<file path="config.mk">
export PLATFORM = sky130hd
export DESIGN_NAME = riscv_core
export DESIGN_NICKNAME = d
export VERILOG_FILES = /design/src/hdl/rv_isa_pkg.sv /design/src/hdl/rv_core_pkg.sv /design/src/hdl/riscv_core.sv /design/src/hdl/lsu.sv /design/src/hdl/pc_unit.sv /design/src/hdl/alu.sv /design/src/hdl/reg_file.sv /design/src/hdl/insn_decoder.sv
export SDC_FILE = /design/constraint.sdc
export NUM_CORES = 2
export LEC_CHECK = 0
export ABC_CLOCK_PERIOD_IN_PS = 47300
export BUFFER_PORTS_ARGS = -buffer_cell sky130_fd_sc_hd__clkbuf_2
export CORE_ASPECT_RATIO = 1.5
export CORE_MARGIN = 1
export CORE_UTILIZATION = 24
export CTS_BUF_LIST = sky130_fd_sc_hd__clkbuf_8
export CTS_CLUSTER_DIAMETER = 30
export DETAILED_ROUTE_END_ITERATION = 10
export PLACE_DENSITY = 0.47
export SLEW_MARGIN = 20
export SYNTH_ARGS = -nofsm -noshare
export SYNTH_HDL_FRONTEND = slang
export SYNTH_SLANG_ARGS = --single-unit
</file>
<file path="constraint.sdc">
create_clock -name clk -period 47.3 [get_ports clk]
set_clock_uncertainty 0.1 [all_clocks]
set_input_delay 7.095 -clock clk [delete_from_list [all_inputs] [get_ports clk]]
set_output_delay 7.095 -clock clk [all_outputs]
set_load 0.01 [all_outputs]
</file>
<file path="src/hdl/rv_isa_pkg.sv">
package rv_isa_pkg;

  // architectural widths
  typedef logic [31:0] word_t;
  typedef logic [4:0]  reg_addr_t;
  typedef logic [6:0]  opcode_t;
  typedef logic [2:0]  funct3_t;
  typedef logic [6:0]  funct7_t;
  typedef logic [3:0]  byte_en_t;

  // major opcodes
  localparam opcode_t OP_LUI      = 7'b0110111;
  localparam opcode_t OP_AUIPC    = 7'b0010111;
  localparam opcode_t OP_JAL      = 7'b1101111;
  localparam opcode_t OP_JALR     = 7'b1100111;
  localparam opcode_t OP_BRANCH   = 7'b1100011;
  localparam opcode_t OP_LOAD     = 7'b0000011;
  localparam opcode_t OP_STORE    = 7'b0100011;
  localparam opcode_t OP_IMM      = 7'b0010011;
  localparam opcode_t OP_REG      = 7'b0110011;
  localparam opcode_t OP_MISC_MEM = 7'b0001111;
  localparam opcode_t OP_SYSTEM   = 7'b1110011;

  // branch conditions
  localparam funct3_t F3_BEQ  = 3'b000;
  localparam funct3_t F3_BNE  = 3'b001;
  localparam funct3_t F3_BLT  = 3'b100;
  localparam funct3_t F3_BGE  = 3'b101;
  localparam funct3_t F3_BLTU = 3'b110;
  localparam funct3_t F3_BGEU = 3'b111;

  // load and store sizes, the _U forms are zero extended loads
  localparam funct3_t F3_BYTE   = 3'b000;
  localparam funct3_t F3_HALF   = 3'b001;
  localparam funct3_t F3_WORD   = 3'b010;
  localparam funct3_t F3_BYTE_U = 3'b100;
  localparam funct3_t F3_HALF_U = 3'b101;

  // integer operations, shared by the register and immediate forms
  localparam funct3_t F3_ADD_SUB = 3'b000;
  localparam funct3_t F3_SLL     = 3'b001;
  localparam funct3_t F3_SLT     = 3'b010;
  localparam funct3_t F3_SLTU    = 3'b011;
  localparam funct3_t F3_XOR     = 3'b100;
  localparam funct3_t F3_SRL_SRA = 3'b101;
  localparam funct3_t F3_OR      = 3'b110;
  localparam funct3_t F3_AND     = 3'b111;

  // funct7 variants
  localparam funct7_t FUNCT7_BASE = 7'b0000000;
  localparam funct7_t FUNCT7_ALT  = 7'b0100000;

endpackage
</file>
<file path="src/hdl/rv_core_pkg.sv">
package rv_core_pkg;

  // operations the ALU can perform
  typedef enum logic [3:0] {
    ALU_ADD,
    ALU_SUB,
    ALU_SLL,
    ALU_SLT,
    ALU_SLTU,
    ALU_XOR,
    ALU_SRL,
    ALU_SRA,
    ALU_OR,
    ALU_AND
  } alu_op_e;

  // source of the value written to rd
  typedef enum logic [1:0] {
    WB_ALU,
    WB_LOAD,
    WB_PC4,
    WB_IMM
  } wb_sel_e;

  // decoded control for one instruction
  typedef struct packed {
    alu_op_e              alu_op;
    logic                 use_imm;
    logic                 use_pc;
    wb_sel_e              wb_sel;
    logic                 reg_we;
    logic                 is_load;
    logic                 is_store;
    logic                 is_branch;
    logic                 is_jal;
    logic                 is_jalr;
    logic                 is_ecall;
    rv_isa_pkg::funct3_t   funct3;
    rv_isa_pkg::word_t     imm;
    rv_isa_pkg::reg_addr_t rd;
    rv_isa_pkg::reg_addr_t rs1;
    rv_isa_pkg::reg_addr_t rs2;
  } ctrl_t;

  // data port request, be is zero when nothing is written
  typedef struct packed {
    rv_isa_pkg::word_t    addr;
    rv_isa_pkg::word_t    wdata;
    rv_isa_pkg::byte_en_t be;
  } dmem_req_t;

endpackage

</file>
<file path="src/hdl/riscv_core.sv">
`timescale 1ns/100ps

module riscv_core #(
  parameter rv_isa_pkg::word_t RESET_PC = '0
) (
  input                          clk,
  input                          rst,
  input  rv_isa_pkg::word_t      insn,
  input  rv_isa_pkg::word_t      load_data,
  output rv_isa_pkg::word_t      pc,
  output rv_core_pkg::dmem_req_t dmem,
  output logic                   halt
);
  import rv_isa_pkg::*;
  import rv_core_pkg::*;

  ctrl_t ctrl;
  word_t rs1_data;
  word_t rs2_data;
  word_t alu_a;
  word_t alu_b;
  word_t alu_result;
  word_t pc_plus4;
  word_t load_value;
  word_t wb_data;

  insn_decoder u_insn_decoder (
    .insn (insn),
    .ctrl (ctrl)
  );

  reg_file u_reg_file (
    .clk      (clk),
    .rst      (rst),
    .rd       (ctrl.rd),
    .rd_data  (wb_data),
    .we       (ctrl.reg_we),
    .rs1      (ctrl.rs1),
    .rs2      (ctrl.rs2),
    .rs1_data (rs1_data),
    .rs2_data (rs2_data)
  );

  // pc as operand a only for auipc
  assign alu_a = ctrl.use_pc ? pc : rs1_data;
  assign alu_b = ctrl.use_imm ? ctrl.imm : rs2_data;

  alu u_alu (
    .op     (ctrl.alu_op),
    .a      (alu_a),
    .b      (alu_b),
    .result (alu_result)
  );

  pc_unit #(
    .RESET_PC (RESET_PC)
  ) u_pc_unit (
    .clk      (clk),
    .rst      (rst),
    .ctrl     (ctrl),
    .rs1_data (rs1_data),
    .rs2_data (rs2_data),
    .pc       (pc),
    .pc_plus4 (pc_plus4)
  );

  // effective address comes out of the alu as rs1 plus immediate
  lsu u_lsu (
    .ctrl        (ctrl),
    .addr        (alu_result),
    .store_value (rs2_data),
    .load_data   (load_data),
    .dmem        (dmem),
    .load_value  (load_value)
  );

  always_comb begin
    case (ctrl.wb_sel)
      WB_LOAD: wb_data = load_value;
      WB_PC4:  wb_data = pc_plus4;
      WB_IMM:  wb_data = ctrl.imm;
      default: wb_data = alu_result;
    endcase
  end

  assign halt = ctrl.is_ecall;

endmodule

</file>
<file path="src/hdl/lsu.sv">
`timescale 1ns/100ps

module lsu (
  input  rv_core_pkg::ctrl_t     ctrl,
  input  rv_isa_pkg::word_t      addr,
  input  rv_isa_pkg::word_t      store_value,
  input  rv_isa_pkg::word_t      load_data,
  output rv_core_pkg::dmem_req_t dmem,
  output rv_isa_pkg::word_t      load_value
);
  import rv_isa_pkg::*;

  word_t       store_wdata;
  byte_en_t    store_be;
  logic [7:0]  lane_byte;
  logic [15:0] lane_half;

  // store data goes to every lane, the enables pick the bytes that land
  always_comb begin
    store_wdata = '0;
    store_be    = '0;
    if (ctrl.is_store) begin
      case (ctrl.funct3)
        F3_BYTE: begin
          store_wdata = {4{store_value[7:0]}};
          store_be    = 4'b0001 << addr[1:0];
        end
        F3_HALF: begin
          store_wdata = {2{store_value[15:0]}};
          store_be    = addr[1] ? 4'b1100 : 4'b0011;
        end
        default: begin
          store_wdata = store_value;
          store_be    = 4'b1111;
        end
      endcase
    end
  end

  assign dmem = '{addr: addr, wdata: store_wdata, be: store_be};

  // lane select for loads
  always_comb begin
    case (addr[1:0])
      2'b00:   lane_byte = load_data[7:0];
      2'b01:   lane_byte = load_data[15:8];
      2'b10:   lane_byte = load_data[23:16];
      default: lane_byte = load_data[31:24];
    endcase
  end

  assign lane_half = addr[1] ? load_data[31:16] : load_data[15:0];

  always_comb begin
    case (ctrl.funct3)
      F3_BYTE:   load_value = {{24{lane_byte[7]}}, lane_byte};
      F3_HALF:   load_value = {{16{lane_half[15]}}, lane_half};
      F3_BYTE_U: load_value = {24'b0, lane_byte};
      F3_HALF_U: load_value = {16'b0, lane_half};
      default:   load_value = load_data;
    endcase
  end

endmodule

</file>
<file path="src/hdl/pc_unit.sv">
`timescale 1ns/100ps

module pc_unit #(
  parameter rv_isa_pkg::word_t RESET_PC = '0
) (
  input                      clk,
  input                      rst,
  input  rv_core_pkg::ctrl_t ctrl,
  input  rv_isa_pkg::word_t  rs1_data,
  input  rv_isa_pkg::word_t  rs2_data,
  output rv_isa_pkg::word_t  pc,
  output rv_isa_pkg::word_t  pc_plus4
);
  import rv_isa_pkg::*;

  logic  taken;
  word_t jalr_sum;
  word_t next_pc;

  // branch condition on the two register values
  always_comb begin
    case (ctrl.funct3)
      F3_BEQ:  taken = rs1_data == rs2_data;
      F3_BNE:  taken = rs1_data != rs2_data;
      F3_BLT:  taken = $signed(rs1_data) < $signed(rs2_data);
      F3_BGE:  taken = $signed(rs1_data) >= $signed(rs2_data);
      F3_BLTU: taken = rs1_data < rs2_data;
      F3_BGEU: taken = rs1_data >= rs2_data;
      default: taken = 1'b0;
    endcase
  end

  assign pc_plus4 = pc + 32'd4;
  assign jalr_sum = rs1_data + ctrl.imm;

  always_comb begin
    if (ctrl.is_jalr) begin
      next_pc = {jalr_sum[31:1], 1'b0};
    end else if (ctrl.is_jal || (ctrl.is_branch && taken)) begin
      next_pc = pc + ctrl.imm;
    end else begin
      next_pc = pc_plus4;
    end
  end

  always_ff @(posedge clk or posedge rst) begin
    if (rst) begin
      pc <= RESET_PC;
    end else begin
      pc <= next_pc;
    end
  end

endmodule

</file>
<file path="src/hdl/alu.sv">
`timescale 1ns/100ps

module alu (
  input  rv_core_pkg::alu_op_e op,
  input  rv_isa_pkg::word_t    a,
  input  rv_isa_pkg::word_t    b,
  output rv_isa_pkg::word_t    result
);
  import rv_core_pkg::*;

  logic [4:0] shamt;
  logic       lt_signed;
  logic       lt_unsigned;

  assign shamt       = b[4:0];
  assign lt_signed   = $signed(a) < $signed(b);
  assign lt_unsigned = a < b;

  always_comb begin
    case (op)
      ALU_ADD:  result = a + b;
      ALU_SUB:  result = a - b;
      ALU_SLL:  result = a << shamt;
      ALU_SLT:  result = {31'b0, lt_signed};
      ALU_SLTU: result = {31'b0, lt_unsigned};
      ALU_XOR:  result = a ^ b;
      ALU_SRL:  result = a >> shamt;
      ALU_SRA:  result = $signed(a) >>> shamt;
      ALU_OR:   result = a | b;
      ALU_AND:  result = a & b;
      default:  result = '0;
    endcase
  end

endmodule

</file>
<file path="src/hdl/reg_file.sv">
`timescale 1ns/100ps

module reg_file (
  input                         clk,
  input                         rst,
  input  rv_isa_pkg::reg_addr_t rd,
  input  rv_isa_pkg::word_t     rd_data,
  input                         we,
  input  rv_isa_pkg::reg_addr_t rs1,
  input  rv_isa_pkg::reg_addr_t rs2,
  output rv_isa_pkg::word_t     rs1_data,
  output rv_isa_pkg::word_t     rs2_data
);
  import rv_isa_pkg::*;

  localparam int NUM_REGS = 32;

  word_t regs [NUM_REGS];

  always_ff @(posedge clk or posedge rst) begin
    if (rst) begin
      for (int i = 0; i < NUM_REGS; i++) begin
        regs[i] <= '0;
      end
    end else if (we && rd != '0) begin
      // x0 is never written so it keeps reading zero
      regs[rd] <= rd_data;
    end
  end

  assign rs1_data = regs[rs1];
  assign rs2_data = regs[rs2];

endmodule

</file>
<file path="src/hdl/insn_decoder.sv">
`timescale 1ns/100ps

module insn_decoder (
  input  rv_isa_pkg::word_t  insn,
  output rv_core_pkg::ctrl_t ctrl
);
  import rv_isa_pkg::*;
  import rv_core_pkg::*;

  opcode_t   opcode;
  funct3_t   funct3;
  funct7_t   funct7;
  reg_addr_t rd;
  reg_addr_t rs1;
  reg_addr_t rs2;
  word_t     imm_i;
  word_t     imm_s;
  word_t     imm_b;
  word_t     imm_u;
  word_t     imm_j;
  alu_op_e   alu_sel;
  logic      reg_f7_ok;
  logic      imm_f7_ok;

  assign opcode = insn[6:0];
  assign rd     = insn[11:7];
  assign funct3 = insn[14:12];
  assign rs1    = insn[19:15];
  assign rs2    = insn[24:20];
  assign funct7 = insn[31:25];

  // immediates, all sign extended from bit 31
  assign imm_i = {{20{insn[31]}}, insn[31:20]};
  assign imm_s = {{20{insn[31]}}, insn[31:25], insn[11:7]};
  assign imm_b = {{19{insn[31]}}, insn[31], insn[7], insn[30:25], insn[11:8], 1'b0};
  assign imm_u = {insn[31:12], 12'h000};
  assign imm_j = {{11{insn[31]}}, insn[31], insn[19:12], insn[20], insn[30:21], 1'b0};

  // funct7 must be base, or alt for sub and the arithmetic shift
  assign reg_f7_ok = (funct7 == FUNCT7_BASE) ||
                     (funct7 == FUNCT7_ALT && (funct3 == F3_ADD_SUB || funct3 == F3_SRL_SRA));
  assign imm_f7_ok = (funct3 == F3_SLL) ? (funct7 == FUNCT7_BASE) :
                     (funct3 == F3_SRL_SRA) ? (funct7 == FUNCT7_BASE || funct7 == FUNCT7_ALT) :
                     1'b1;

  // alu operation shared by register and immediate forms
  always_comb begin
    case (funct3)
      F3_ADD_SUB: alu_sel = (opcode == OP_REG && funct7 == FUNCT7_ALT) ? ALU_SUB : ALU_ADD;
      F3_SLL:     alu_sel = ALU_SLL;
      F3_SLT:     alu_sel = ALU_SLT;
      F3_SLTU:    alu_sel = ALU_SLTU;
      F3_XOR:     alu_sel = ALU_XOR;
      F3_SRL_SRA: alu_sel = (funct7 == FUNCT7_ALT) ? ALU_SRA : ALU_SRL;
      F3_OR:      alu_sel = ALU_OR;
      default:    alu_sel = ALU_AND;
    endcase
  end

  always_comb begin
    ctrl        = '0;
    ctrl.alu_op = ALU_ADD;
    ctrl.wb_sel = WB_ALU;
    ctrl.funct3 = funct3;
    ctrl.rd     = rd;
    ctrl.rs1    = rs1;
    ctrl.rs2    = rs2;
    case (opcode)
      OP_LUI: begin
        ctrl.imm    = imm_u;
        ctrl.wb_sel = WB_IMM;
        ctrl.reg_we = 1'b1;
      end
      OP_AUIPC: begin
        ctrl.imm     = imm_u;
        ctrl.use_pc  = 1'b1;
        ctrl.use_imm = 1'b1;
        ctrl.reg_we  = 1'b1;
      end
      OP_JAL: begin
        ctrl.imm    = imm_j;
        ctrl.is_jal = 1'b1;
        ctrl.wb_sel = WB_PC4;
        ctrl.reg_we = 1'b1;
      end
      OP_JALR: begin
        // only funct3 zero is defined
        if (funct3 == 3'b000) begin
          ctrl.imm     = imm_i;
          ctrl.is_jalr = 1'b1;
          ctrl.wb_sel  = WB_PC4;
          ctrl.reg_we  = 1'b1;
        end
      end
      OP_BRANCH: begin
        if (funct3 inside {F3_BEQ, F3_BNE, F3_BLT, F3_BGE, F3_BLTU, F3_BGEU}) begin
          ctrl.imm       = imm_b;
          ctrl.is_branch = 1'b1;
        end
      end
      OP_LOAD: begin
        if (funct3 inside {F3_BYTE, F3_HALF, F3_WORD, F3_BYTE_U, F3_HALF_U}) begin
          ctrl.imm     = imm_i;
          ctrl.use_imm = 1'b1;
          ctrl.is_load = 1'b1;
          ctrl.wb_sel  = WB_LOAD;
          ctrl.reg_we  = 1'b1;
        end
      end
      OP_STORE: begin
        if (funct3 inside {F3_BYTE, F3_HALF, F3_WORD}) begin
          ctrl.imm      = imm_s;
          ctrl.use_imm  = 1'b1;
          ctrl.is_store = 1'b1;
        end
      end
      OP_IMM: begin
        if (imm_f7_ok) begin
          ctrl.imm     = imm_i;
          ctrl.alu_op  = alu_sel;
          ctrl.use_imm = 1'b1;
          ctrl.reg_we  = 1'b1;
        end
      end
      OP_REG: begin
        if (reg_f7_ok) begin
          ctrl.alu_op = alu_sel;
          ctrl.reg_we = 1'b1;
        end
      end
      OP_MISC_MEM: begin
        // fence has nothing to order in this core
      end
      OP_SYSTEM: begin
        if (insn[31:7] == '0) begin
          ctrl.is_ecall = 1'b1;
        end
      end
      default: begin
      end
    endcase
  end

endmodule

</file>
==> summary.md <==
| Metric | Value |
|---|---|
| Largest family of logic cells by synthesized area | `multiplexers` |
| Kind of end point of the critical path | `primary output` |
| Post-synthesis compound-gate area fraction | `0.1892` |
| Syn_area_per_cell | `9.386 um2` |
| Post-DR vias/cell | `5.525` |
| Async S/R FF share, synth | `1.000` |
| CP Launch Type | `input pin` |
| CP top delay family | `compound AO/OA/AOI/OAI gates` |
| Simple logic cell fraction of the synthesized area | `0.1270` |
| Fin Setup TNS | `0 ps` |
| Slowest-stage cell, CP | `buf_4` |
| Yosys warns | `0` |
| Post-Synth XOR/XNOR Area | `0.01068` |
| I/O Pins | `167` |
| Core Rows | `244` |
| Hpwl dp | `247600 um` |
| Lkg Pwr | `34.88 nW` |
| Filler cells | `31440` |
| Top cells by count, synth | `dfrtp_1, nand2_1, o21ai_0` |
| CTS tree | `done` |
| Hold Path Class | `reg2reg` |
| Syn Nets | `7864` |
| Share of cells above drive strength 1 | `0.1694` |
| Max-slew headroom | `0.1543` |
| CP Buf/Inv Count | `8` |
| Count leader, synth | `dfrtp_1` |
| WP data arrival | `17040 ps` |
| Total wire length | `359200 um` |
| Synth Flop Type | `dfrtp_1` |
| Total vias in the final route | `64002` |
| Post-synthesis mux area share | `0.2149` |
| Clk sinks | `1056` |
| Die width | `447.2 um` |
| Yosys cell types | `108` |
| Root Driver | `clkbuf_8` |
| Num CTS Buffers | `199` |
| Port Buffer Count | `166` |
| Max incr delay on CP | `850 ps` |
| Initial Utilization | `0.2417` |
| WS Path Type | `in2out` |
| Status | `finished clean` |
| Ranking of synthesized cells by area | `dfrtp_1, mux4_2, mux2i_1, nand2_1, o21ai_0` |
| Sequential area share after synthesis | `0.3703` |
| Final cycle utilization of the critical path | `0.5124` |
| Worst-Skew Late Latency | `1010 ps` |
| Area Overhead vs Synth | `13.33%` |
| Max Buffers Root-to-Sink | `4` |
| WP data required | `40100 ps` |
| Global-route wire length before repair | `499800 um` |
| DIE AREA | `299600 um2` |
| # nets final | `7755` |
| Max Fanout on Critical Path | `55` |
| Yosys top cell area share | `0.3703` |
| H-tree Lvls | `4` |
| Detailed-router iteration count before antenna repair | `6` |
| F_max | `0.04126 GHz` |
| Placer Congestion | `1.081` |
| Post-synth EDFFs | `0` |
| Initial antenna violation count | `12` |
| Crit path top cell by count | `buf_4` |
| Synthesized-area fraction occupied by adder cells | `0.03461` |
| 1st-iter DRT viols | `6228` |
| Core Area | `295200 um2` |
| Worst Tran Pin Value | `1233 ps` |
| Endpoints failing hold | `0` |
| Register bit total from synthesis | `1056` |
| Post-Synthesis Cells | `7603` |
| Max-Cap Viols | `0` |
| Setup bufs post-CTS | `0` |
| Pwr dens | `31.16 nW/um2` |
| Largest area contributor in the netlist | `dfrtp_1` |
| Resized cells post-CTS | `0` |
| RSZ-0062 raised after global routing | `false` |
| Peak supply drop | `0.02076 mV` |
| DRC Markers | `0` |
| Mapped cell area | `71360 um2` |
| Pre-CTS setup slack | `23380 ps` |
| Max-slew violation count | `0` |
| DRT antenna net count | `0` |
| Min cycle time layout | `24230 ps` |
| Routed WL per cell | `31.01 um` |
| Die Span Y | `669.8 um` |
| Vias in the first global route | `64132` |
| Gr ovfl total | `0` |
| Setup violators final | `0` |
| Hold_buf cts | `0` |
| Largest net degree at the start of global routing | `183` |
| Gr usage total | `0.2339` |
| Reg clk slew, reported paths | `60 ps` |
| Post-route setup slack | `23070 ps` |
[power breakdown]
group / internal [mW] / switching [mW] / total (mW) / leakage [nW]
clock: 0.565 / 0.439 / 1.00 / 2.32
combinational: 0.164 / 0.372 / 0.536 / 18.0
sequential: 0.938 / 0.0415 / 0.979 / 14.6
[state kept, by name (all words and copies together), names as in the netlist]
signal	count
u_pc_unit.pc	32
u_reg_file.regs	1024
[worst paths after layout]
path	start	end	slack (ps)	cells after the start
worst max-delay path	insn[16]	dmem[0]	23070	26
worst min-delay path	u_reg_file.regs[1013]	u_reg_file.regs[1013]	300	0
worst max register to register	u_reg_file.regs[225]	u_reg_file.regs[418]	37880	20
worst min register to register	u_reg_file.regs[1013]	u_reg_file.regs[1013]	300	0
max in group asynchronous	rst	u_reg_file.regs[501]	36760	7
min in group asynchronous	rst	u_reg_file.regs[460]	6170	2
[area by class of cell]
cell class / count / area, um2 / share of cell area
multi-input cells: 5678 / 41690 / 0.5154
diodes: 5 / 12.51 / 0.0001547
clock buffers: 245 / 3372 / 0.04169
flip-flops and latches: 1056 / 26430 / 0.3267
inverters: 145 / 556.8 / 0.006884
repair buffers: 414 / 2867 / 0.03544
well taps: 3936 / 4925 / 0.06089
clock inverters: 106 / 1033 / 0.01278
[routing by layer]
| metal | track usage | vias to the layer above | wire, um |
|---|---|---|---|
| li1 | - | 27748 | - |
| met1 | 0.2519 | 32232 | 128200 |
| met2 | 0.3981 | 2905 | 175100 |
| met3 | 0.03757 | 1107 | 20110 |
| met4 | 0.1995 | 10 | 35850 |
| met5 | 0 | - | 49 |
[cells by family (layout without fill, tap and decap cells)]
kind of cell,after synthesis,count (layout)
AO/OA/AOI/OAI,2240,2240
XOR/XNOR,87,87
adder cells (fa/ha/maj),195,195
buffers and inverters,869,910
flip-flops,1056,1056
multiplexers,1094,1094
other,0,5
AND/OR/NAND/NOR,2062,2062
[cell usage in the layout (no fill, tap or decap), types with 18 or more instances in the layout]
| cell type | count |
|---|---|
| a21o_1 | 67 |
| ha_1 | 191 |
| a21oi_1 | 394 |
| a211oi_1 | 42 |
| or3_1 | 26 |
| nor2b_1 | 42 |
| o22ai_1 | 145 |
| and2_1 | 20 |
| mux4_2 | 346 |
| and3_1 | 42 |
| dfrtp_1 | 1056 |
| o21ai_0 | 748 |
| o21ai_1 | 210 |
| mux2i_1 | 701 |
| o221ai_1 | 23 |
| nand2_1 | 978 |
| clkinv_2 | 24 |
| nand3_1 | 165 |
| nand4_1 | 50 |
| or2_2 | 26 |
| a22oi_1 | 150 |
| inv_1 | 167 |
| a31oi_1 | 130 |
| nor2_2 | 23 |
| xor2_1 | 34 |
| nor3_1 | 55 |
| clkbuf_2 | 158 |
| nand2b_1 | 35 |
| xnor2_1 | 53 |
| nand2_2 | 24 |
| clkbuf_8 | 245 |
| clkinvlp_4 | 21 |
| o211ai_1 | 52 |
| nor2_1 | 448 |
| mux2_2 | 31 |
| nand4b_1 | 18 |
| a221oi_1 | 41 |
| o21a_1 | 29 |
| buf_4 | 239 |
[stage by stage]
step | cells | total power, mW | utilization | hold slack, ps | instance area, um2
2_1_floorplan | 7603 | 1.293 | - | 341.3 | 71360
3_3_place_gp | 11223 | 1.511 | 0.2584 | 276.7 | 76290
3_5_place_dp | 11224 | 1.515 | 0.2585 | 283.6 | 76320
4_1_cts | 11575 | 2.525 | 0.2734 | 297.3 | 80730
5_1_grt | 11581 | 2.603 | 0.2739 | 315.2 | 80870
6_report | 11585 | 2.520 | 0.2740 | 298.2 | 80880
No activity file was read; power rests on OpenSTA's default activity.
